`config.mk`:
```
export PLATFORM = sky130hd
export DESIGN_NAME = InstructionFetch
export DESIGN_NICKNAME = d
export VERILOG_FILES = /design/src/cpu_pkg.sv /design/src/InstructionFetch.sv
export VERILOG_INCLUDE_DIRS = /design/src /design/src/src
export SDC_FILE = /design/constraint.sdc
export NUM_CORES = 2
export LEC_CHECK = 0
export ABC_AREA = 1
export BUFFER_PORTS_ARGS = -buffer_cell sky130_fd_sc_hd__buf_4
export CAP_MARGIN = 20
export CORE_MARGIN = 3
export CORE_UTILIZATION = 30
export CTS_CLUSTER_DIAMETER = 60
export DETAILED_ROUTE_END_ITERATION = 12
export PLACE_DENSITY = 0.5
export SYNTH_ARGS = -nofsm -noshare
export SYNTH_HDL_FRONTEND = slang
export SYNTH_SLANG_ARGS = --single-unit
export TNS_END_PERCENT = 5
```
`constraint.sdc`:
```
create_clock -name clk -period 1.52 [get_ports clk]
set_input_delay 0.304 -clock clk [delete_from_list [all_inputs] [get_ports clk]]
set_output_delay 0.304 -clock clk [all_outputs]
set_load 0.02 [all_outputs]
```
`src/cpu_defs.svh`:
```
`ifndef CPU_DEFS_SVH
`define CPU_DEFS_SVH

// data path and instruction width
`define XLEN 32

// architectural integer registers
`define REG_COUNT 32

// instruction memory depth in 32-bit words
`define IMEM_DEPTH 64

// data memory depth in 32-bit words
`define DMEM_DEPTH 64

`endif
```
`src/cpu_pkg.sv`:
```
`default_nettype none

`include "cpu_defs.svh"

package cpu_pkg;

  // plain vector types with a meaning
  typedef logic [`XLEN-1:0] word_t;
  typedef logic [$clog2(`REG_COUNT)-1:0] regIndex_t;
  typedef logic [`XLEN-1:0] pc_t;

  // alu operation codes, five of them so three bits
  typedef logic [2:0] aluOp_t;

  localparam aluOp_t ADD = 3'd0;
  localparam aluOp_t SUB = 3'd1;
  localparam aluOp_t AND = 3'd2;
  localparam aluOp_t OR  = 3'd3;
  localparam aluOp_t XOR = 3'd4;

  // fetch to decode
  typedef struct packed {
    logic  valid;
    word_t instruction;
  } ifId_t;

  // decode to execute
  typedef struct packed {
    logic      valid;
    aluOp_t    aluOp;
    logic      aluSrc;
    logic      memWrite;
    logic      memToReg;
    logic      regWrite;
    word_t     rs1Data;
    word_t     rs2Data;
    word_t     imm;
    regIndex_t rd;
  } idEx_t;

  // execute to memory
  typedef struct packed {
    logic      valid;
    logic      memWrite;
    logic      memToReg;
    logic      regWrite;
    word_t     aluResult;
    word_t     storeData;
    regIndex_t rd;
  } exMem_t;

  // memory to write-back
  typedef struct packed {
    logic      valid;
    logic      regWrite;
    regIndex_t rd;
    word_t     data;
  } memWb_t;

  // retire port seen outside the core
  typedef struct packed {
    logic      valid;
    logic      regWrite;
    regIndex_t rd;
    word_t     data;
  } retire_t;

endpackage

`default_nettype wire

```
`src/InstructionFetch.sv`:
```
`default_nettype none

`include "cpu_defs.svh"

module InstructionFetch (
  input  logic                           clk,
  input  logic                           rstN,
  input  logic                           imemWrite,
  input  logic [$clog2(`IMEM_DEPTH)-1:0] imemAddr,
  input  cpu_pkg::word_t                 imemData,
  output cpu_pkg::ifId_t                 ifId
);

  localparam int imemAw = $clog2(`IMEM_DEPTH);

  cpu_pkg::pc_t   pc;
  cpu_pkg::word_t imem [`IMEM_DEPTH] = '{default: '0};
  cpu_pkg::word_t fetchWord;
  logic           pcInRange;

  // program load, only accepted while the core is held in reset
  always_ff @(posedge clk) begin
    if (imemWrite && !rstN) begin
      imem[imemAddr] <= imemData;
    end
  end

  // past the end of memory the fetch sees zero, which decodes as a bubble
  assign pcInRange = (pc[`XLEN-1:imemAw+2] == '0);
  assign fetchWord = pcInRange ? imem[pc[imemAw+1:2]] : '0;

  always_ff @(posedge clk or negedge rstN) begin
    if (!rstN) begin
      pc   <= '0;
      ifId <= '0;
    end else begin
      pc               <= pc + 32'd4;
      ifId.valid       <= 1'b1;
      ifId.instruction <= fetchWord;
    end
  end

endmodule

`default_nettype wire

```
# Word level (Yosys, flattened, before mapping)
# Memory sizes are Yosys's and may differ from the RTL's.
# Cells that the tools add are included.
# W data, S select, Z words.
[totals] latchBits=0 rom_bits=0 ram_bits=2048 out_inout_bits=33 mem_count=1 wordCells=11 ff_bits=65 input_bits=41
[classes] n_lt_le_gt_ge=0 bitwise_logic=0 n_reduce_logical=3 eq_ne=0 muxes=3 add_sub_neg=1 div=0 shift=0 n_mul=0
[mem_list] name="imem" depth=64 word_bits=32 read_ports=1 rd_clocked_by_memory_dff=0 wr=1 line="InstructionFetch.sv:17" source="cpu_pkg::word_t imem [`IMEM_DEPTH] = '{default: '0};"
[ops] op="$add A32 B3 Y32 const B" n=1
[ops] op="$mux W32" n=1
[ops] op="$logic_not A24 Y1" n=1
[ops] op="$mux W1" n=2
[ops] op="$logic_and A1 B1 Y1" n=1
[ops] op="$logic_not A1 Y1" n=1

# Depth between registers and ports, before layout
[logic_depth] ltp_word=4 depth_mapped=14 depth_no_buf=11

# Worst setup path after synthesis
# Ideal clock, no wire load.
[synth_timing] kind="input -> register" start="input imemWrite" end="memory imem[10][0] (netlist bit), enable pin" path_stages=4 setup_ns=0.421 arrival_ns=2.336 n_path_buf=0 setup_slack_ns=-1.238 cell_sequence="inv_1 nor2_1 nand4_1 nor2_1"
[synth_via] elab_chain_len=3
[synth_rtl] element="start: declaration" line="InstructionFetch.sv:8" source="input logic imemWrite,"
[synth_rtl] element="$logic_and A1 B1 Y1" line="InstructionFetch.sv:23" source="if (imemWrite && !rstN) begin"
[synth_rtl] element="$mux W1" line="InstructionFetch.sv:23"
[synth_rtl] element="$mux W1 (implied by the code)" line="InstructionFetch.sv:24" source="imem[imemAddr] <= imemData;"
[synth_rtl] element="end: declaration" line="InstructionFetch.sv:17"
# No other way between the ends.

# Worst setup path after layout
[layout_timing] start="register pc[2]" end="register ifId[2] (netlist bit)"
[layout_via] elab_chain_len=2
[layout_rtl] element="start: declaration" line="InstructionFetch.sv:16" source="cpu_pkg::pc_t pc;"
[layout_rtl] element="start signal: assignment" line="InstructionFetch.sv:37" source="pc <= pc + 32'd4;"
[layout_rtl] element="$mem_v2 Z64 W32"
[layout_rtl] element="$mux W32" line="InstructionFetch.sv:30" source="assign fetchWord = pcInRange ? imem[pc[imemAw+1:2]] : '0;"
[layout_rtl] element="named net fetchWord[2]" line="InstructionFetch.sv:18" source="cpu_pkg::word_t fetchWord;"
[layout_rtl] element="end: declaration" line="InstructionFetch.sv:11" source="output cpu_pkg::ifId_t ifId"
# The timed path passes the listed nets, and every way through them passes these cells.

==> out/qor.txt <==
First-pass GRT wire length - 403 mm
Total power - 120 mW
Fin crit period - 2.30 ns
Die Y - 543 um
Layout Cells excl Fill - 12300
Initial DRC count - 5951
Register bit total from synthesis - 2111
Min Hold Slack - 0.0434 ns
Root buffer cell - clkbuf_16
Post-synthesis instance total - 7674
I/O Buffers - 73
Share of cells above drive strength 1 - 16.9%
Share of the yosys chip area belonging to registers - 72.9%
CP startpoint kind - flip-flop
DR WL/cell - 22.9 um
Die W - 543 um
Fin crit share - 151%
Top cells by count, synth - nand2_1, edfxtp_1, nand3_1, inv_1, nor2_1
Hpwl dp - 170 mm
Via total after detailed routing - 59400
Reg2reg start - pc[2]$_DFF_PN0_
DRC Markers - 0
Overall global routing resource usage - 18.7%
GRT Residual Overflow - 0
EDFF count, synth - 2048
Number of max-cap violations - 0
Rel. slew slack - 30.5%
Crit. End Element - flip-flop
Cell Rows - 196
Final hold violations - 0
Sink Count - 2111
Failing checks - negative setup slack
# setup viols final - 90
Dpl ws - -1.18 ns
CTS HTree Levels - 4
Setup Skew - 0.0519 ns
CTS Buf Count - 220
Starting Density - 30.2%
RSZ-0062 raised after global routing - yes
Worst vdd ir - 1.05 mV
Vias/cell - 4.84
Cells on worst reg2reg path - 13
Worst-skew pair later-pin latency - 0.86 ns
Final #Nets - 8344
Critical Path RT - 2.26 ns
DRT Pass-1 Iters - 7
Min-delay src - imemData[0]
Share of the synthesized area in the top cell type - 71.1%
Cell Count Post-Placement - 11700
Power density cells - 1100 mW/mm^2
Worst slew pin tran - 1.04 ns
DIE AREA - 0.295 mm^2
WS Path Type - flip-flop to flip-flop
Num ports - 74
Yosys warns - 0
Core area - 0.286 mm^2
Synth area leader - edfxtp_1
Final WS setup - -0.775 ns
Top-count cell post-synth - nand2_1
FFs w/ async S/R, synth - 2.98%
Main area contributors after synthesis - edfxtp_1, nand2_1, nand3_1
Most used DFF post-synth - edfxtp_1
Largest net degree at the start of global routing - 65
Area growth, synth to finish - 25.1%
Worst hold path type - primary input to flip-flop
Syn Area/Cell - 11.3 um^2
Setup TNS - -39.76 ns
Post-synthesis cell type count - 32
Max Clock Freq - 0.436 GHz
Worst hold path depth - 1
Critical Path Start - pc[2]$_DFF_PN0_
Data arrival, critical path - 3.03 ns
Number of global-route vias before repair - 56800
Post-Route WL - 281 mm
Routability Congestion - 0.825
Initial antenna violation count - 17
Total nets after synthesis - 7716
Final ANT Viol Nets - 0
CP Max Fanout - 12
Status - finished, violations left
Bufs on Longest Clock Path - 3
Final slew viol count - 0
CTS tree - built
Clock slew at reported path FFs - 0.06 ns
Mapped Area - 0.0865 mm^2
Leak - 41.2 nW
## worst max-delay path: stages (launching register included)
cell	delay [ns]
dfrtp_4	0.53
buf_12	0.16
buf_12	0.14
bufbuf_16	0.29
bufbuf_16	0.29
nand2_1	0.06
nand3_1	0.07
nand3_1	0.07
nand3_1	0.08
nand3_2	0.14
nand2_1	0.07
nand2_1	0.08
a21oi_2	0.06
buf_4	0.13
## metal layers
layer / vias up / part of all wire (%) / track usage (%)
li1: 27300 / - / -
met5: - / 0.015 / 0
met3: 380 / 6.7 / 3.19
met4: 6 / 2.6 / 5.20
met2: 1915 / 47 / 30.3
met1: 29700 / 43 / 25.8
## registers in the layout (all words and copies together), names as in the netlist
register	flops
imem	2048
ifId	33
pc	30
## worst paths after layout
check | to | slack, ns
max | ifId[2]$_DFF_PN0_ | -0.78
min | imem[58][0]$_DFFE_PP_ | 0.04
max reg2reg | ifId[2]$_DFF_PN0_ | -0.78
min reg2reg | pc[12]$_DFF_PN0_ | 0.55
max in group asynchronous | ifId[2]$_DFF_PN0_ | 0.24
min in group asynchronous | ifId[16]$_DFF_PN0_ | 0.34
## cell usage in the layout (no fill, tap or decap), drive strengths merged, types with 5 or more instances in the layout
cell type / netlist / final
nand2: 3028 / 3028
edfxtp: 2048 / 2048
nand3: 1103 / 1103
buf: 345 / 787
inv: 363 / 369
nor2: 315 / 315
clkbuf: 83 / 293
a21oi: 152 / 152
clkinv: 2 / 96
dfrtp: 63 / 63
o21ai: 61 / 61
dlygate4sd3: 0 / 28
nor3: 28 / 28
or2: 24 / 24
bufinv: 0 / 19
xor2: 18 / 18
bufbuf: 0 / 16
nand4: 14 / 14
xnor2: 9 / 9
o211ai: 9 / 9
diode: 0 / 7
nor4: 5 / 5
clkinvlp: 0 / 5
## repair_timing
item	4_1_cts	5_1_grt
hold buffers	29	0
cloned	23	1
setup endpoints to repair	92	100
pin swaps	39	37
buffers inserted	41	8
gates resized for setup	213	163
hold endpoints to repair	955	0
## logic make-up (layout without fill, tap and decap cells)
kind of cell,count (synthesis),count (layout),synth area share (%)
and+or+nand+nor,4519,4519,21.4
buffers and inverters,793,1614,4.12
adders and majority gates,1,1,0.0145
DFF,2111,2111,72.9
AOI/OAI and AO/OA,222,222,1.31
xor gates and xnor gates,27,27,0.273
other,1,8,0.00433
## layout make-up
class,instances,area [um^2]
inverter,365,1450
fill,27400,178000
clock buffer,292,5920
tap,3762,4710
timing repair inverter,1,16.3
sequential,2111,63100
clock inverter,123,1170
timing repair buffer,833,10600
multi-input combinational,4770,21300
antenna,7,17.5
## metrics by stage
| stage | instance area [um^2] | utilization, % |
|---|---|---|
| after floorplan | 86800 | - |
| after global placement | 98200 | 34.3 |
| after detailed placement | 98200 | 34.3 |
| after CTS | 108000 | 37.6 |
| after global routing | 108000 | 37.8 |
| final | 108000 | 37.8 |
## power breakdown
group | internal, mW | switching [mW] | leakage, nW
clock | 30.5 | 23.1 | 3.46
sequential | 64.0 | 0.0523 | 19.2
combinational | 0.429 | 1.47 | 18.5
total | 95.0 | 24.6 | 41.2
No activity file was read; power rests on OpenSTA's default activity.
