===== src/cpu_defs.svh =====
`ifndef CPU_DEFS_SVH
`define CPU_DEFS_SVH

// data path and instruction width
`define XLEN 32

// architectural integer registers
`define REG_COUNT 32

// instruction memory depth in 32-bit words
`define IMEM_DEPTH 64

// data memory depth in 32-bit words
`define DMEM_DEPTH 64

`endif

===== src/cpu_pkg.sv =====
`default_nettype none

`include "cpu_defs.svh"

package cpu_pkg;

  // plain vector types with a meaning
  typedef logic [`XLEN-1:0] word_t;
  typedef logic [$clog2(`REG_COUNT)-1:0] regIndex_t;
  typedef logic [`XLEN-1:0] pc_t;

  // alu operation codes, five of them so three bits
  typedef logic [2:0] aluOp_t;

  localparam aluOp_t ADD = 3'd0;
  localparam aluOp_t SUB = 3'd1;
  localparam aluOp_t AND = 3'd2;
  localparam aluOp_t OR  = 3'd3;
  localparam aluOp_t XOR = 3'd4;

  // fetch to decode
  typedef struct packed {
    logic  valid;
    word_t instruction;
  } ifId_t;

  // decode to execute
  typedef struct packed {
    logic      valid;
    aluOp_t    aluOp;
    logic      aluSrc;
    logic      memWrite;
    logic      memToReg;
    logic      regWrite;
    word_t     rs1Data;
    word_t     rs2Data;
    word_t     imm;
    regIndex_t rd;
  } idEx_t;

  // execute to memory
  typedef struct packed {
    logic      valid;
    logic      memWrite;
    logic      memToReg;
    logic      regWrite;
    word_t     aluResult;
    word_t     storeData;
    regIndex_t rd;
  } exMem_t;

  // memory to write-back
  typedef struct packed {
    logic      valid;
    logic      regWrite;
    regIndex_t rd;
    word_t     data;
  } memWb_t;

  // retire port seen outside the core
  typedef struct packed {
    logic      valid;
    logic      regWrite;
    regIndex_t rd;
    word_t     data;
  } retire_t;

endpackage

`default_nettype wire


===== src/DecodeStage.sv =====
`default_nettype none

module DecodeStage (
  input  logic             clk,
  input  logic             rstN,
  input  cpu_pkg::ifId_t   ifId,
  input  cpu_pkg::memWb_t  wb,
  output cpu_pkg::idEx_t   idEx
);

  // opcodes of the supported subset
  localparam logic [6:0] opReg   = 7'b0110011;
  localparam logic [6:0] opImm   = 7'b0010011;
  localparam logic [6:0] opLoad  = 7'b0000011;
  localparam logic [6:0] opStore = 7'b0100011;

  localparam logic [6:0] funct7Base = 7'b0000000;
  localparam logic [6:0] funct7Alt  = 7'b0100000;

  cpu_pkg::word_t     instr;
  logic [6:0]         opcode;
  logic [2:0]         funct3;
  logic [6:0]         funct7;
  cpu_pkg::regIndex_t rs1;
  cpu_pkg::regIndex_t rs2;
  cpu_pkg::regIndex_t rd;
  cpu_pkg::word_t     rs1Data;
  cpu_pkg::word_t     rs2Data;
  cpu_pkg::word_t     immI;
  cpu_pkg::word_t     immS;
  cpu_pkg::idEx_t     idExNext;
  logic               known;

  assign instr  = ifId.instruction;
  assign opcode = instr[6:0];
  assign rd     = instr[11:7];
  assign funct3 = instr[14:12];
  assign rs1    = instr[19:15];
  assign rs2    = instr[24:20];
  assign funct7 = instr[31:25];

  assign immI = {{20{instr[31]}}, instr[31:20]};
  assign immS = {{20{instr[31]}}, instr[31:25], instr[11:7]};

  RegisterFile u_regFile (
    .clk(clk),
    .rstN(rstN),
    .rs1(rs1),
    .rs2(rs2),
    .wb(wb),
    .rs1Data(rs1Data),
    .rs2Data(rs2Data)
  );

  always_comb begin
    idExNext         = '0;
    known            = 1'b0;
    idExNext.aluOp   = cpu_pkg::ADD;
    idExNext.rs1Data = rs1Data;
    idExNext.rs2Data = rs2Data;

    case (opcode)
      opReg: begin
        known             = 1'b1;
        idExNext.regWrite = 1'b1;
        case ({funct7, funct3})
          {funct7Base, 3'b000}: idExNext.aluOp = cpu_pkg::ADD;
          {funct7Alt,  3'b000}: idExNext.aluOp = cpu_pkg::SUB;
          {funct7Base, 3'b111}: idExNext.aluOp = cpu_pkg::AND;
          {funct7Base, 3'b110}: idExNext.aluOp = cpu_pkg::OR;
          {funct7Base, 3'b100}: idExNext.aluOp = cpu_pkg::XOR;
          default:              known = 1'b0;
        endcase
      end
      opImm: begin
        // only ADDI from the immediate group
        known             = (funct3 == 3'b000);
        idExNext.aluSrc   = 1'b1;
        idExNext.regWrite = 1'b1;
        idExNext.imm      = immI;
      end
      opLoad: begin
        known             = (funct3 == 3'b010);
        idExNext.aluSrc   = 1'b1;
        idExNext.memToReg = 1'b1;
        idExNext.regWrite = 1'b1;
        idExNext.imm      = immI;
      end
      opStore: begin
        known             = (funct3 == 3'b010);
        idExNext.aluSrc   = 1'b1;
        idExNext.memWrite = 1'b1;
        idExNext.imm      = immS;
      end
      default: begin
        known = 1'b0;
      end
    endcase

    // stores carry immediate bits in the rd field
    idExNext.rd       = idExNext.memWrite ? '0 : rd;
    idExNext.regWrite = idExNext.regWrite && (idExNext.rd != '0);
    idExNext.valid    = ifId.valid && known;
  end

  always_ff @(posedge clk or negedge rstN) begin
    if (!rstN) begin
      idEx <= '0;
    end else begin
      idEx <= idExNext;
    end
  end

endmodule

`default_nettype wire


===== src/RegisterFile.sv =====
`default_nettype none

`include "cpu_defs.svh"

module RegisterFile (
  input  logic                clk,
  input  logic                rstN,
  input  cpu_pkg::regIndex_t  rs1,
  input  cpu_pkg::regIndex_t  rs2,
  input  cpu_pkg::memWb_t     wb,
  output cpu_pkg::word_t      rs1Data,
  output cpu_pkg::word_t      rs2Data
);

  cpu_pkg::word_t regs [`REG_COUNT];
  logic           writeEn;

  // x0 is never written
  assign writeEn = wb.valid && wb.regWrite && (wb.rd != '0);

  always_ff @(posedge clk or negedge rstN) begin
    if (!rstN) begin
      for (int i = 0; i < `REG_COUNT; i++) begin
        regs[i] <= '0;
      end
    end else if (writeEn) begin
      regs[wb.rd] <= wb.data;
    end
  end

  // one read port, with the write-through bypass
  function automatic cpu_pkg::word_t readPort(input cpu_pkg::regIndex_t idx);
    if (idx == '0) begin
      return '0;
    end
    if (writeEn && (wb.rd == idx)) begin
      return wb.data;
    end
    return regs[idx];
  endfunction

  always_comb begin
    rs1Data = readPort(rs1);
    rs2Data = readPort(rs2);
  end

endmodule

`default_nettype wire


===== config.mk =====
export PLATFORM = sky130hd
export DESIGN_NAME = DecodeStage
export DESIGN_NICKNAME = d
export VERILOG_FILES = /design/src/cpu_pkg.sv /design/src/DecodeStage.sv /design/src/RegisterFile.sv
export VERILOG_INCLUDE_DIRS = /design/src /design/src/src
export SDC_FILE = /design/constraint.sdc
export NUM_CORES = 2
export LEC_CHECK = 0
export BUFFER_PORTS_ARGS = -buffer_cell sky130_fd_sc_hd__buf_4
export CORE_MARGIN = 1.5
export CORE_UTILIZATION = 40
export CTS_CLUSTER_DIAMETER = 120
export CTS_CLUSTER_SIZE = 24
export DETAILED_ROUTE_END_ITERATION = 10
export GPL_ROUTABILITY_DRIVEN = 0
export PLACE_DENSITY = 0.57
export SYNTH_ARGS = -nofsm -noshare
export SYNTH_HDL_FRONTEND = slang
export SYNTH_SLANG_ARGS = --single-unit

===== constraint.sdc =====
create_clock -name clk -period 1.89 [get_ports clk]
set_input_delay 0.378 -clock clk [delete_from_list [all_inputs] [get_ports clk]]
set_output_delay 0.378 -clock clk [all_outputs]
set_load 0.005 [all_outputs]

# == After elaboration in Yosys (flattened, before gate mapping) ==
# Index checks and enable logic that the tools add are counted.
# word_totals
ff_bits,1133
wordCells,111
in_bits,74
output_inout_bits,109
# op_classes
reduce_logical,18
muxes,33
n_lt_le_gt_ge,4
bitwise_logic,3
eq_ne,11
# op_table
cell,n
bitwise mux 1024 bit,1
2-to-1 mux 32 bit,13
binary-select mux 32 bit (select 5 bit),2
demux 32 bit (select 5 bit),1
one-hot mux 32 bit (2 select lines),1
"equality test 10 x 3 -> 1 bit, second input constant",3
">= comparator 6 bit, second input constant",3
inverter 5 -> 6 bit,3
"equality test 7 x 6 -> 1 bit, second input constant",2
one-hot mux 3 bit (4 select lines),1
2-to-1 mux 1 bit,11
"equality test 10 x 9 -> 1 bit, second input constant",1
equality test 5 bit,2
zero test 10 bit,1
zero test 5 bit,2
nonzero test 5 bit,2
"equality test 7 x 2 -> 1 bit, second input constant",1
"equality test 7 x 5 -> 1 bit, second input constant",1
logical AND 1 bit,7
"< comparator 6 x 1 -> 1 bit, second input constant",1
OR reduction 3 bit,2
2-to-1 mux 5 bit,1
OR reduction 5 bit,1
OR reduction 2 bit,2
other kinds (4),4

# == Longest topological paths before layout ==
# depth
depth_word,7
ltp_mapped,10

# == Modules after synthesis ==
# Synthesis repeated with hierarchy kept, for this count alone.
# unflattened
hier_cells,4207
area_unflattened_um2,57981.9
# by_module_without_submodules
mod,cells_per_inst,instances,seq_area_each_um2,area_per_inst_um2
RegisterFile,4042,1,25624.6,55261.8
DecodeStage,165,1,2227.1,2720.1

# == Worst setup path before layout ==
# No wires, ideal clock.
# synth_path
path_type,input -> register
start,input port ifId[20] in the netlist's numbering
end,register idEx[68] in the netlist's numbering
t_arrival_ns,1.962
cell_stages,7
setup_time_ns,0.124
path_slack_ns,-0.196
path_buffers,3
cell_sequence,buf_6 buf_8 buf_2 mux4_2 a22oi_1 a21oi_1 a211o_1
# synth_lines
element,line,rtl
"start, declared",DecodeStage.sv:6,"input cpu_pkg::ifId_t ifId,"
"end signal, assigned",DecodeStage.sv:110,idEx <= idExNext;
"end, declared",DecodeStage.sv:8,output cpu_pkg::idEx_t idEx

==> out/results.ini <==
[synth]
synth_top_area_frac = 0.479
yosys-top-cells-count = dfrtp_1, mux2_2, mux4_2, clkbuf_1, mux2i_1
synth.yosys.seq_area_share = 0.479
ys_top_cells_by_area = dfrtp_1, mux2_2, mux4_2
synthCells = 4066
syn_area_sq_um = 58100
yosysWarningCount = 0
yosysTopAreaCell = dfrtp_1
synth-main-ff-cell = dfrtp_1
ys_seq_elements = 1113
synthMostInstantiatedCell = dfrtp_1
syn_avg_cell_area_sq_um = 14.3
synth.distinct_cells = 70
synth_nets = 4140
async_reset_ff_frac = 1.00
synth_edf_count = 0

[layout]
nFillCells = 12479
multi_input_area_sq_um = 28500
synthToLayoutAreaGrowth_pct = 19.1
final_nets = 4547
drive_above_1_share = 0.528
register_area_sq_um = 27900

[clocking]
clkSlewWorstSetupHoldPaths_ns = 0.11
clk_latency_ns = 0.71
numClockSinks = 1113
cts_buffer_depth = 3
cts_root_buf = clkbuf_16
htreeDepth = 2
cts_made_buffers = 53
tritoncts = done

[worst_setup_path]
path_class = register to register
r2r_end = idEx[83]$_DFF_PN0_
worstReg2RegStart = u_regFile.regs[110]$_DFFE_PN0P_
path_delay_family = compound AO/OA/AOI/OAI gates
worst-r2r-setup-slack_ns = 0.01
critPathArrivalTime_ns = 2.43
worstSetupStartpointType = register
crit_buf_inv = 0
critPathSlowestCell = mux4_2
required_ns = 2.45
end_kind = register
path_cells = mux4_2 -> nand2_1 -> o22ai_1 -> o21ai_0 -> o311ai_0
cpPeakStageDelay_ns = 0.47
ff2ff_path_depth = 5
critPathMaxFanout = 3

[min_path]
holdPathStages = 2
hold-path-endpoint = u_regFile.regs[410]$_DFFE_PN0P_
holdCritStartpoint = wb[26]
hold_class = input pin to register

[drt]
route.met2.wl_um = 97600
wl_met3_um = 14500
wl_um = 210000
drt-initial-drc-count = 3858
highest_layer = met5
via_count = 40198
ant_nets = 0
post_drt_wl_per_cell_um = 32.9
firstDrtPassIters = 8
route.detailed.drc = 0
met1_length_um = 91300
vias_per_cell = 6.29

[sta]
max_slew_margin = 0.327
max_freq_mhz = 533
finalHoldViolations = 0
min_period_ns = 1.88
layout_worst_path_cycle_share = 0.993
setup_ws_ns = 0.0140
finalSetupViolations = 0
clock_skew_ns = 0.0150
final_max_slew_viol_count = 0
grt_setup_unrepaired = yes
fin_tns_setup_ns = 0
worstMarginPinSlew_ns = 1.00

[pwr]
p_leak_uw = 0.0315
ir_drop_mv = 0.872
pwr_density_cell_nw_per_um2 = 785

[global_route]
grt.overflow.total = 0
antenna_found_initial = 9
first_global_vias = 40615
grt_pass1_wl_um = 303000
grt_max_degree = 84
grt_use_total = 0.284

[floorplan]
die_w_um = 384
coreArea_sq_um = 144000
rows = 139
initial_utilization = 0.404
dieArea_sq_um = 148000
die_h_um = 384
io_pins = 183

[place]
portBuffers = 182
dp_slack_ns = -0.785
dpl.hpwl_um = 148000

[job]
cap_violations = 0

[outcome]
outcome = completed

-- cell usage in the layout, fill, tap and decap left out, types with 7 or more instances in the layout --
master and n:
dlygate4sd3_1 20, buf_4 571, a21oi_1 47, mux2i_1 212, a221oi_1 66, clkbuf_16 55
dfrtp_1 1112, o21ai_0 60, a22o_1 17, nor2_4 17, nand2_2 8, a211o_1 12
mux2_2 976, o21a_1 8, or3_1 14, nor4_1 10, nor2_1 48, or2_2 7
inv_1 8, mux4_2 376, o211ai_1 20, a32oi_1 9, buf_12 217, a21o_1 16
mux2_4 74, xnor2_1 9, o311ai_0 14, and2_1 17, a222oi_1 8, nand2b_1 9
a22oi_1 26, o22ai_1 117, nor3_1 32, a221o_1 28, nand3_1 17, nand2_1 85
-- power breakdown --
part           leakage [uW]  internal (uW)  switching [uW]
combinational        0.0160           6620            4980
clock              0.000729           5530            8150
sequential           0.0148          26800            2300
total                0.0315          38900           15400
-- per-stage QoR --
| step | hold WS [ns] | power (uW) | std cells | cell area, sq um | util |
|---|---|---|---|---|---|
| floorplan | 0.0824 | 36000 | 4066 | 58800 | - |
| global placement | 0.335 | 40700 | 6300 | 67400 | 0.469 |
| detailed placement | 0.336 | 40900 | 6300 | 67400 | 0.469 |
| CTS | 0.0162 | 54600 | 6384 | 69200 | 0.481 |
| global route | 0.0288 | 56600 | 6384 | 69200 | 0.481 |
| finish | 0.0567 | 54300 | 6387 | 69200 | 0.481 |
-- worst max path at each step --
stage | startpoint | end | slack (ns) | depth (start not counted)
after floorplan | wb[34] | u_regFile.regs[739]$_DFFE_PN0P_ | -0.07 | 7
after global placement | ifId[22] | idEx[44]$_DFF_PN0_ | -1.0 | 6
after detailed placement | wb[37] | u_regFile.regs[124]$_DFFE_PN0P_ | -0.78 | 6
after CTS | u_regFile.regs[578]$_DFFE_PN0P_ | idEx[71]$_DFF_PN0_ | 0.0003 | 5
after global routing | ifId[31] | idEx[107]$_DFF_PN0_ | -0.04 | 7
final | u_regFile.regs[110]$_DFFE_PN0P_ | idEx[83]$_DFF_PN0_ | 0.01 | 5
-- repair_timing --
item / CTS / global route
setup endpoints to repair: 57 / 31
pin swaps: 3 / 6
gates resized for setup: 12 / 15
endpoints found under the hold margin: 228 / 0
setup buffers: 2 / 0
gates cloned: 0 / 0
hold buffers: 20 / 0
-- registers in the layout, summed over array words and instances (netlist names) --
| register | cells |
|---|---|
| idEx | 89 |
| u_regFile.regs | 1024 |
-- worst reg2reg max path, stage by stage, from the launching register on --
cell and delay, ns:
dfrtp_1 0.43, mux4_2 0.48, nand2_1 0.09, o22ai_1 0.07
o21ai_0 0.42, o311ai_0 0.24
-- kinds of logic after synthesis --
kind of cell    count (synthesis)  synth area share
buf+inv                       472            0.0406
simple gates                  323            0.0285
mux                          1645             0.387
compound gates                503            0.0629
xor+xnor                       10           0.00151
flops                        1113             0.479
-- routing by layer --
metal / global-route usage / up-vias
li1: - / 16346
met5: 0 / -
met2: 0.449 / 1570
met3: 0.0443 / 297
met4: 0.0791 / 4
met1: 0.404 / 21981
-- layout make-up --
type,count,share of cell area
Sequential cell,1113,0.402
Tap cell,1903,0.0344
Clock buffer,55,0.0199
Antenna cell,4,0.000145
Timing Repair Buffer,814,0.129
Inverter,10,0.000542
Clock inverter,7,0.00150
Multi-Input combinational cell,2481,0.412
No activity file was read; power rests on OpenSTA's default activity.
