### src/cpu_defs.svh
`ifndef CPU_DEFS_SVH
`define CPU_DEFS_SVH

// data path and instruction width
`define XLEN 32

// architectural integer registers
`define REG_COUNT 32

// instruction memory depth in 32-bit words
`define IMEM_DEPTH 64

// data memory depth in 32-bit words
`define DMEM_DEPTH 64

`endif
### src/cpu_pkg.sv
`default_nettype none

`include "cpu_defs.svh"

package cpu_pkg;

  // plain vector types with a meaning
  typedef logic [`XLEN-1:0] word_t;
  typedef logic [$clog2(`REG_COUNT)-1:0] regIndex_t;
  typedef logic [`XLEN-1:0] pc_t;

  // alu operation codes, five of them so three bits
  typedef logic [2:0] aluOp_t;

  localparam aluOp_t ADD = 3'd0;
  localparam aluOp_t SUB = 3'd1;
  localparam aluOp_t AND = 3'd2;
  localparam aluOp_t OR  = 3'd3;
  localparam aluOp_t XOR = 3'd4;

  // fetch to decode
  typedef struct packed {
    logic  valid;
    word_t instruction;
  } ifId_t;

  // decode to execute
  typedef struct packed {
    logic      valid;
    aluOp_t    aluOp;
    logic      aluSrc;
    logic      memWrite;
    logic      memToReg;
    logic      regWrite;
    word_t     rs1Data;
    word_t     rs2Data;
    word_t     imm;
    regIndex_t rd;
  } idEx_t;

  // execute to memory
  typedef struct packed {
    logic      valid;
    logic      memWrite;
    logic      memToReg;
    logic      regWrite;
    word_t     aluResult;
    word_t     storeData;
    regIndex_t rd;
  } exMem_t;

  // memory to write-back
  typedef struct packed {
    logic      valid;
    logic      regWrite;
    regIndex_t rd;
    word_t     data;
  } memWb_t;

  // retire port seen outside the core
  typedef struct packed {
    logic      valid;
    logic      regWrite;
    regIndex_t rd;
    word_t     data;
  } retire_t;

endpackage

`default_nettype wire

### src/ExecuteStage.sv
`default_nettype none

module ExecuteStage (
  input  logic             clk,
  input  logic             rstN,
  input  cpu_pkg::idEx_t   idEx,
  output cpu_pkg::exMem_t  exMem
);

  cpu_pkg::word_t operandA;
  cpu_pkg::word_t operandB;
  cpu_pkg::word_t aluResult;

  assign operandA = idEx.rs1Data;
  // immediate for ADDI and for load/store addresses
  assign operandB = idEx.aluSrc ? idEx.imm : idEx.rs2Data;

  always_comb begin
    case (idEx.aluOp)
      cpu_pkg::ADD: aluResult = operandA + operandB;
      cpu_pkg::SUB: aluResult = operandA - operandB;
      cpu_pkg::AND: aluResult = operandA & operandB;
      cpu_pkg::OR:  aluResult = operandA | operandB;
      cpu_pkg::XOR: aluResult = operandA ^ operandB;
      default:      aluResult = '0;
    endcase
  end

  always_ff @(posedge clk or negedge rstN) begin
    if (!rstN) begin
      exMem <= '0;
    end else begin
      exMem.valid     <= idEx.valid;
      exMem.memWrite  <= idEx.memWrite;
      exMem.memToReg  <= idEx.memToReg;
      exMem.regWrite  <= idEx.regWrite;
      exMem.aluResult <= aluResult;
      exMem.storeData <= idEx.rs2Data;
      exMem.rd        <= idEx.rd;
    end
  end

endmodule

`default_nettype wire

### config.mk
export PLATFORM = sky130hd
export DESIGN_NAME = ExecuteStage
export DESIGN_NICKNAME = d
export VERILOG_FILES = /design/src/cpu_pkg.sv /design/src/ExecuteStage.sv
export VERILOG_INCLUDE_DIRS = /design/src /design/src/src
export SDC_FILE = /design/constraint.sdc
export NUM_CORES = 1
export LEC_CHECK = 0
export BUFFER_PORTS_ARGS = -buffer_cell sky130_fd_sc_hd__buf_2
export CAP_MARGIN = 10
export CORE_ASPECT_RATIO = 0.9
export CORE_MARGIN = 2
export CORE_UTILIZATION = 50
export CTS_CLUSTER_SIZE = 30
export DETAILED_ROUTE_END_ITERATION = 10
export GPL_ROUTABILITY_DRIVEN = 1
export PLACE_DENSITY_LB_ADDON = 0.15
export SETUP_SLACK_MARGIN = 0.5
export SLEW_MARGIN = 20
export SYNTH_ARGS = -nofsm -noshare
export SYNTH_HDL_FRONTEND = slang
export SYNTH_SLANG_ARGS = --single-unit
### constraint.sdc
create_clock -name clk -period 1 [get_ports clk]
set_input_delay 0.05 -clock clk [delete_from_list [all_inputs] [get_ports clk]]
set_output_delay 0.05 -clock clk [all_outputs]
set_load 0.05 [all_outputs]
==> results of run 1 <==
[cell families after synthesis]
kind of cell	after synthesis
AO/OA/AOI/OAI	211
AND/OR/NAND/NOR	178
buffers and inverters	104
adder cells (fa/ha/maj)	98
flip-flops	73
XOR/XNOR	55
multiplexers	34
[cell usage after synthesis (2+ instances only)]
library cell	count	area [µm²]
buf_1	5	18.8
nor3_1	10	50.1
dfrtp_1	73	1830
nor3_2	2	20.0
o22ai_1	2	12.5
or2_2	2	12.5
o21a_1	6	45.0
and3_1	4	25.0
a311oi_1	3	26.3
a21oi_1	63	315
nor4b_2	2	30.0
o211ai_2	2	25.0
ha_1	97	1210
and2_1	4	25.0
o21ai_0	54	270
xnor2_1	41	359
nor4_1	2	12.5
o2111ai_1	2	17.5
a221oi_1	3	26.3
nand4_1	8	50.1
nand2b_1	7	43.8
a21boi_0	3	22.5
inv_2	2	7.51
clkbuf_1	23	86.3
a221o_1	2	20.0
a211oi_1	17	128
a31oi_1	6	37.5
a22oi_1	5	37.5
a32oi_1	2	17.5
inv_1	70	263
o211ai_1	2	15.0
nor2b_1	6	37.5
mux2i_1	26	260
xor2_1	13	114
a21o_1	14	105
mux2i_2	7	96.3
nand3_1	14	70.1
buf_6	2	22.5
nor3b_1	2	15.0
o21ai_1	6	30.0
nor2_1	61	229
o31ai_1	5	37.5
o21bai_1	4	30.0
nand2_1	48	180
[per-stage QoR]
stage / area [µm²] / std cells
after floorplan: 6780 / 753
after global placement: 9470 / 1293
after detailed placement: 9470 / 1293
after CTS: 11500 / 1364
[per-layer routing]
metal	GRT usage [%]	overflow
met4	123	387
met2	128	844
met1	91.7	20
met3	81.6	16
met5	49.1	4
[repair_timing]
item,4_1_cts
cloned,1
pin swaps,67
gates resized for setup,325
hold endpoints to repair,113
buffers inserted,28
hold buffers,26
endpoints found under the setup margin,105
==> run metrics, run 1 <==
status did not finish; Fail Step 5_1_grt; Run Error [ERROR GRT-0232] Routing congestion too high. Check the congestion heatmap in the GUI.; DP HPWL around 19 mm; Synth Area in Adders 18.9%; H-tree Lvls 3; syn_area_per_cell between 8 and 9 µm²; combinational family with the most area after synthesis compound AO/OA/AOI/OAI gates; grt repair worst endpoint exMem[66]$_DFF_PN0_/D; mux cell area share after synthesis 5.80%; CTS buffer count 9; grt total ovfl between 1000 and 1500; Root Driver clkbuf_16; XOR/XNOR Fraction of Synth Area 7.49%; worst endpoint pin kind register input; sequential share of the synthesized area around 28%; Die Width about 120 µm; Site Rows 39; EDFF count, synth 0; I/O pins ~180; clock sink total 73; Yosys Warn Count 0; Mapped Cells roughly 750; Main synth FF type dfrtp_1; pin count of the biggest net entering global routing slightly above 40; Synth Area in Compound Gates between 20 and 25%; GPL Wtd Cong approximately 0.98; Cell variety after synth 65; Die Y around 110 µm; fraction of registers with async set/reset 100%; dpl ws -2750 ps; GRT Total Usage 103%; Simple-Gate Fraction of Synth Area roughly an eighth; Mapped Nets roughly 960; maximum clock insertion buffer count 2; #FFs+latches synth 73; I/O Buffers 183; Initial Utilization slightly above 50%; Syn Std Cell Area between 6000 and 7000 µm²
==> run 2: changes to the inputs <==
--- a/config.mk
+++ b/config.mk
@@ -8,14 +8,11 @@
 export LEC_CHECK = 0
 export BUFFER_PORTS_ARGS = -buffer_cell sky130_fd_sc_hd__buf_2
 export CAP_MARGIN = 10
-export CORE_ASPECT_RATIO = 0.9
 export CORE_MARGIN = 2
-export CORE_UTILIZATION = 50
-export CTS_CLUSTER_SIZE = 30
+export CORE_UTILIZATION = 35
 export DETAILED_ROUTE_END_ITERATION = 10
 export GPL_ROUTABILITY_DRIVEN = 1
 export PLACE_DENSITY_LB_ADDON = 0.15
-export SETUP_SLACK_MARGIN = 0.5
 export SLEW_MARGIN = 20
 export SYNTH_ARGS = -nofsm -noshare
 export SYNTH_HDL_FRONTEND = slang
==> run metrics, run 2 <==
Main synth FF type dfrtp_1; Worst Tran Pin Value 525 ps; layout cells sized above 1 about 49%; Clk pin slew, worst setup/hold paths 60 ps; # fillers 1537; maximum clock insertion buffer count 2 (unchanged); fraction of registers with async set/reset 100% (unchanged); Routed Antenna Nets 0; first-pass GRT wire length between 30 and 40 mm; sequential share of the synthesized area 28.0% (unchanged); Most flops, register exMem; Placement Cell Area 9480 µm² (+0.20%); Final Instance Area roughly 11000 µm²; maxcap violations 0; Yosys top cell by area dfrtp_1; via count around 7200; max-slew violation count 0; Crit. End Element flop; Post-Layout Cell Count roughly 1500; final hold slack 106 ps; #FFs+latches synth 73 (unchanged); TNS Setup -48680 ps; grt total ovfl 0; Fmax achieved about 330 MHz; Syn Std Cell Area 6530 µm² (unchanged); Final setup viols 32; Post-synth top cells ha_1, dfrtp_1, inv_1, a21oi_1, nor2_1; Power Density roughly 1300 nW/µm²; Die Width 141 µm (+13%); top cell type's share of synthesized area 28.0% (unchanged); setup slack after layout -2040 ps; count leader, synth ha_1; Critical Path RT roughly 1200 ps; Area Overhead vs Synth 73.9%; dpl ws -3020 ps (-272 ps); Synth area leaders dfrtp_1, ha_1, xnor2_1; vias in the first global route ~7300; top flop regs exMem x73; crit start category input pin; Die Y 141 µm (+25%); VDD IR-drop max between 800 and 900 µV; DRT Wirelength 24.5 mm; syn_area_per_cell 8.68 µm² (unchanged); min Tclk post-route between 3000 and 4000 ps; max FFs per register 73; Max Fanout on Critical Path 5; most frequent cells in the layout buf_4, buf_2, ha_1; CTS buffer count 9 (unchanged); worst slew slack as a fraction of its limit approximately 65%; Tcrit/Tclk final 304%; Mapped Cells 753 (unchanged); H-tree Lvls 3 (unchanged); I/O pins 184 (unchanged); die footprint 19800 µm²; commonest non-fill, non-tap cell in the layout buf_4; Hold Vio Cnt, Final 0; Yosys Warn Count 0 (unchanged); Mapped Nets 962 (unchanged); Hold WC Path Type in -> reg; Initial Utilization 36.0% (-15 points); Largest stage delay, worst path ~360 ps; Cells after DPL 1365 (+5.6%); status finished, violations left; CTS tree yes; Final #Nets around 1400; GPL Wtd Cong 0.892 (-9.3%); clock sink total 73 (unchanged); DRC viols 0; Cell variety after synth 65 (unchanged); GRT Total Usage between 20% and 30%; EDFF count, synth 0 (unchanged); failing checks negative setup slack; DP HPWL 18.5 mm (-0.31%); Site Rows 49 (+26%); antenna fix cells 0; I/O Buffers 183 (unchanged); DR vias/cell 4.98; antenna violations before repair 0; critical-path cell list buf_16, mux2i_4, ha_4, o21ai_4, nor3_4, nand2_4, o21ai_2, xnor2_1, ha_1, a21oi_2, a221oi_2, a211oi_2, buf_4, o2111ai_4, a21o_4, o41ai_4, xor2_1, o21ai_1; drt wl/cell 16.9 µm; 1st-pass router iterations 5; pin count of the biggest net entering global routing between 40 and 50; RSZ-0062 raised after global routing true; Root Driver clkbuf_16; CP max-delay cell ha_1; DR iter-0 viols ~330; Placeable Area about 18000 µm²; leakage power total 5.63 nW; WP data arrival around 3300 ps; critical path class in -> reg
## run 2: cell counts after synthesis
Identical to the previous run, type by type.
## run 2: timing repair
action / 4_1_cts / 5_1_grt
cloned: 1 / 0
hold endpoints to repair: 114 / 0
resized for setup: 137 / 108
endpoints found under the setup margin: 44 / 64
hold buffers: 42 / 0
buffers inserted: 20 / 14
pin swaps: 57 / 51
## run 2: layout make-up
cell class	instances	area (µm²)	share of cell area [%]
Multi-Input combinational cell	576	5070	44.6
Timing Repair Buffer	485	3610	31.8
Tap cell	229	287	2.52
Clock inverter	4	52.6	0.463
Sequential cell	73	1830	16.1
Inverter	72	273	2.40
Clock buffer	12	246	2.17
## run 2: per-stage QoR
step | power, W | utilization, %
floorplan | 0.00701 | -
global placement | 0.00960 | 52.3
detailed placement | 0.00961 | 52.3
CTS | 0.0139 | 60.1
global route | 0.0151 | 62.6
finish | 0.0143 | 62.6
## run 2: logic make-up (layout without fill, tap and decap cells)
family                   after synthesis  in the layout  share of synthesized area [%]
AND/OR/NAND/NOR                      178            178                           13.3
buffers and inverters                104            573                           6.47
XOR/XNOR                              55             55                           7.49
AO/OA/AOI/OAI                        211            211                           20.1
multiplexers                          34             34                           5.80
adder cells (fa/ha/maj)               98             98                           18.9
flip-flops                            73             73                           28.0
## run 2: routing by layer
metal / track usage (%) / vias to the layer above / part of all wire (%)
li1: - / 3572 / -
met1: 31.6 / 3459 / 44
met2: 43.5 / 170 / 50
met3: 3.74 / 30 / 4.3
met4: 5.16 / 0 / 1.7
met5: 0 / - / 0
## run 2: worst max-delay path, delay by kind of cell
family | cells | cell delay [ps]
and+or+nand+nor | 2 | 320
buffers and inverters | 2 | 300
muxes | 1 | 270
xor gates and xnor gates | 2 | 270
adders and majority gates | 2 | 550
AOI/OAI and AO/OA | 9 | 1480
## run 2: worst paths after layout
check                          start                   to  slack (ps)  cells after the start
worst max-delay path       idEx[104]  exMem[66]$_DFF_PN0_       -2040                     18
worst min-delay path       idEx[107]  exMem[63]$_DFF_PN0_         110                      3
max in group asynchronous       rstN   exMem[1]$_DFF_PN0_         410                      3
min in group asynchronous       rstN  exMem[46]$_DFF_PN0_         130                      2
## run 2: power by group
part	switching, W	internal, W
clock network	0.00141	0.00201
logic	0.00412	0.00347
registers	0.0000838	0.00324
Note: power is estimated with default switching activity, not from simulation.
==> run 3: changes to the inputs <==
--- a/config.mk
+++ b/config.mk
@@ -13,6 +13,7 @@
 export DETAILED_ROUTE_END_ITERATION = 10
 export GPL_ROUTABILITY_DRIVEN = 1
 export PLACE_DENSITY_LB_ADDON = 0.15
+export SETUP_SLACK_MARGIN = 0.3
 export SLEW_MARGIN = 20
 export SYNTH_ARGS = -nofsm -noshare
 export SYNTH_HDL_FRONTEND = slang
==> run metrics, run 3 (same netlist as run 2, synthesis figures left out) <==
Final #Nets 1440 (+0.98%); grt total ovfl 0 (unchanged); setup slack after layout -2020 ps (+19.4 ps); layout cells sized above 1 50.7% (+1.9 points); Root Driver clkbuf_16; DR vias/cell 4.98 (-0.12%); CTS buffer count 9 (unchanged); DRC viols 0 (unchanged); die footprint 19800 µm² (unchanged); worst setup path endpoint exMem[66]$_DFF_PN0_; drt wl/cell 17.1 µm (+1.5%); Die Width 141 µm (unchanged); most frequent cells in the layout buf_4, buf_2, buf_6; pin count of the biggest net entering global routing 44 (unchanged); Final setup viols 31 (-3.1%); WP data arrival 3250 ps (-20 ps); I/O Buffers 183 (unchanged); Tcrit/Tclk final 302% (-1.9 points); H-tree Lvls 3 (unchanged); DP HPWL 18.5 mm (unchanged); max FFs per register 73 (unchanged); Initial Utilization 36.0% (unchanged); antenna violations before repair 1 (+1); worst slew slack as a fraction of its limit 64.7% (-0.30 points); commonest non-fill, non-tap cell in the layout buf_4; via count 7297 (+0.91%); crit start category input pin; top flop regs exMem x73; TNS Setup -49250 ps (-562 ps); Crit. End Element flop; maxcap violations 0 (unchanged); storage element area 1830 µm² (unchanged); dpl ws -3020 ps (unchanged); Die Y 141 µm (unchanged); clock sink total 73 (unchanged); Most flops, register exMem; Fmax achieved 331 MHz (+0.64%); Critical Path RT 1230 ps (about the same); status finished, violations left; CTS tree yes; # fillers 1444 (-6.1%); Worst Tran Pin Value 529 ps (+4.57 ps); I/O pins 184 (unchanged); Max Fanout on Critical Path 5 (unchanged); DR iter-0 viols 309 (-5.2%); vias in the first global route 7557 (+3.5%); max-slew violation count 0 (unchanged); VDD IR-drop max 845 µV (-2.4%); GPL Wtd Cong 0.892 (unchanged); leakage power total 5.86 nW (+4.0%); Hold WC Path Type in -> reg; WHS Path Cells 3 (unchanged); Hold Startpoint idEx[107]; Hold Vio Cnt, Final 0 (unchanged); min Tclk post-route 3020 ps (-19.4 ps); RSZ-0062 raised after global routing true; DRT Wirelength 25.1 mm (+2.6%); Power Density 1250 nW/µm² (-1.1%); critical path class in -> reg; failing checks negative setup slack; Placeable Area 18100 µm² (unchanged); Area Overhead vs Synth 83.7%; GRT Total Usage 25.1% (+0.64 points); first-pass GRT wire length 39.2 mm (+3.0%); 1st-pass router iterations 5 (unchanged); Routed Antenna Nets 0 (unchanged); CP Launch Point idEx[104]; Site Rows 49 (unchanged); Clk pin slew, worst setup/hold paths 60 ps (about the same); Multi-input gate area 5220 µm² (+3.0%); maximum clock insertion buffer count 2 (unchanged)
-- run 3: area by class of cell --
| class | instances | share of cell area [%] |
|---|---|---|
| inverter | 72 | 2.29 |
| timing repair buffer | 499 | 34.1 |
| antenna | 1 | 0.0208 |
| clock inverter | 4 | 0.438 |
| multi-input combinational | 576 | 43.5 |
| tap | 229 | 2.39 |
| sequential | 73 | 15.2 |
| clock buffer | 12 | 2.05 |
-- run 3: where the power goes --
group / internal [W] / switching, W
registers: 0.00324 / 0.000142
clock network: 0.00201 / 0.00141
logic: 0.00392 / 0.00425
total: 0.00917 / 0.00580
-- run 3: per-stage QoR --
step                      utilization [%]  instances  power (W)  hold slack [ps]  area, µm²
after floorplan                         -        753    0.00701             -246       6690
after global placement               52.3       1365    0.00960            -20.9       9480
after detailed placement             52.3       1365    0.00961            -21.6       9480
after CTS                            63.3       1449     0.0144             91.3      11500
after global routing                 66.1       1466     0.0158              137      12000
final                                66.1       1466     0.0150              114      12000
-- run 3: worst min path at each step --
stage                               end
detailed placement  exMem[46]$_DFF_PN0_
global placement    exMem[46]$_DFF_PN0_
CTS                 exMem[63]$_DFF_PN0_
global route        exMem[63]$_DFF_PN0_
floorplan            exMem[0]$_DFF_PN0_
finish              exMem[63]$_DFF_PN0_
-- run 3: worst max-delay path: stages --
cell	delay, ps
buf_16	110
mux2i_4	260
ha_4	170
o21ai_4	70
nor3_4	240
nand2_4	120
buf_6	140
nor2_2	130
nand2_2	100
o21ai_2	150
xnor2_1	150
ha_1	280
a21o_1	170
a21o_1	150
a21oi_1	110
o21ai_1	90
a21o_4	220
o41ai_4	230
xor2_1	170
o21ai_1	90
-- run 3: repair_timing --
action | 4_1_cts | 5_1_grt
gates cloned | 1 | 0
hold buffers | 42 | 0
endpoints found under the setup margin | 105 | 105
buffers inserted | 25 | 16
pin swaps | 61 | 47
hold endpoints to repair | 114 | 0
resized for setup | 288 | 82
-- run 3: layer usage --
metal  track usage, %  up-vias  routed length, µm
met5                0        -                  0
met1             31.7     3523              10900
met4             5.74        0                411
met3             4.08       28               1040
li1                 -     3590                  -
met2             45.1      156              12800
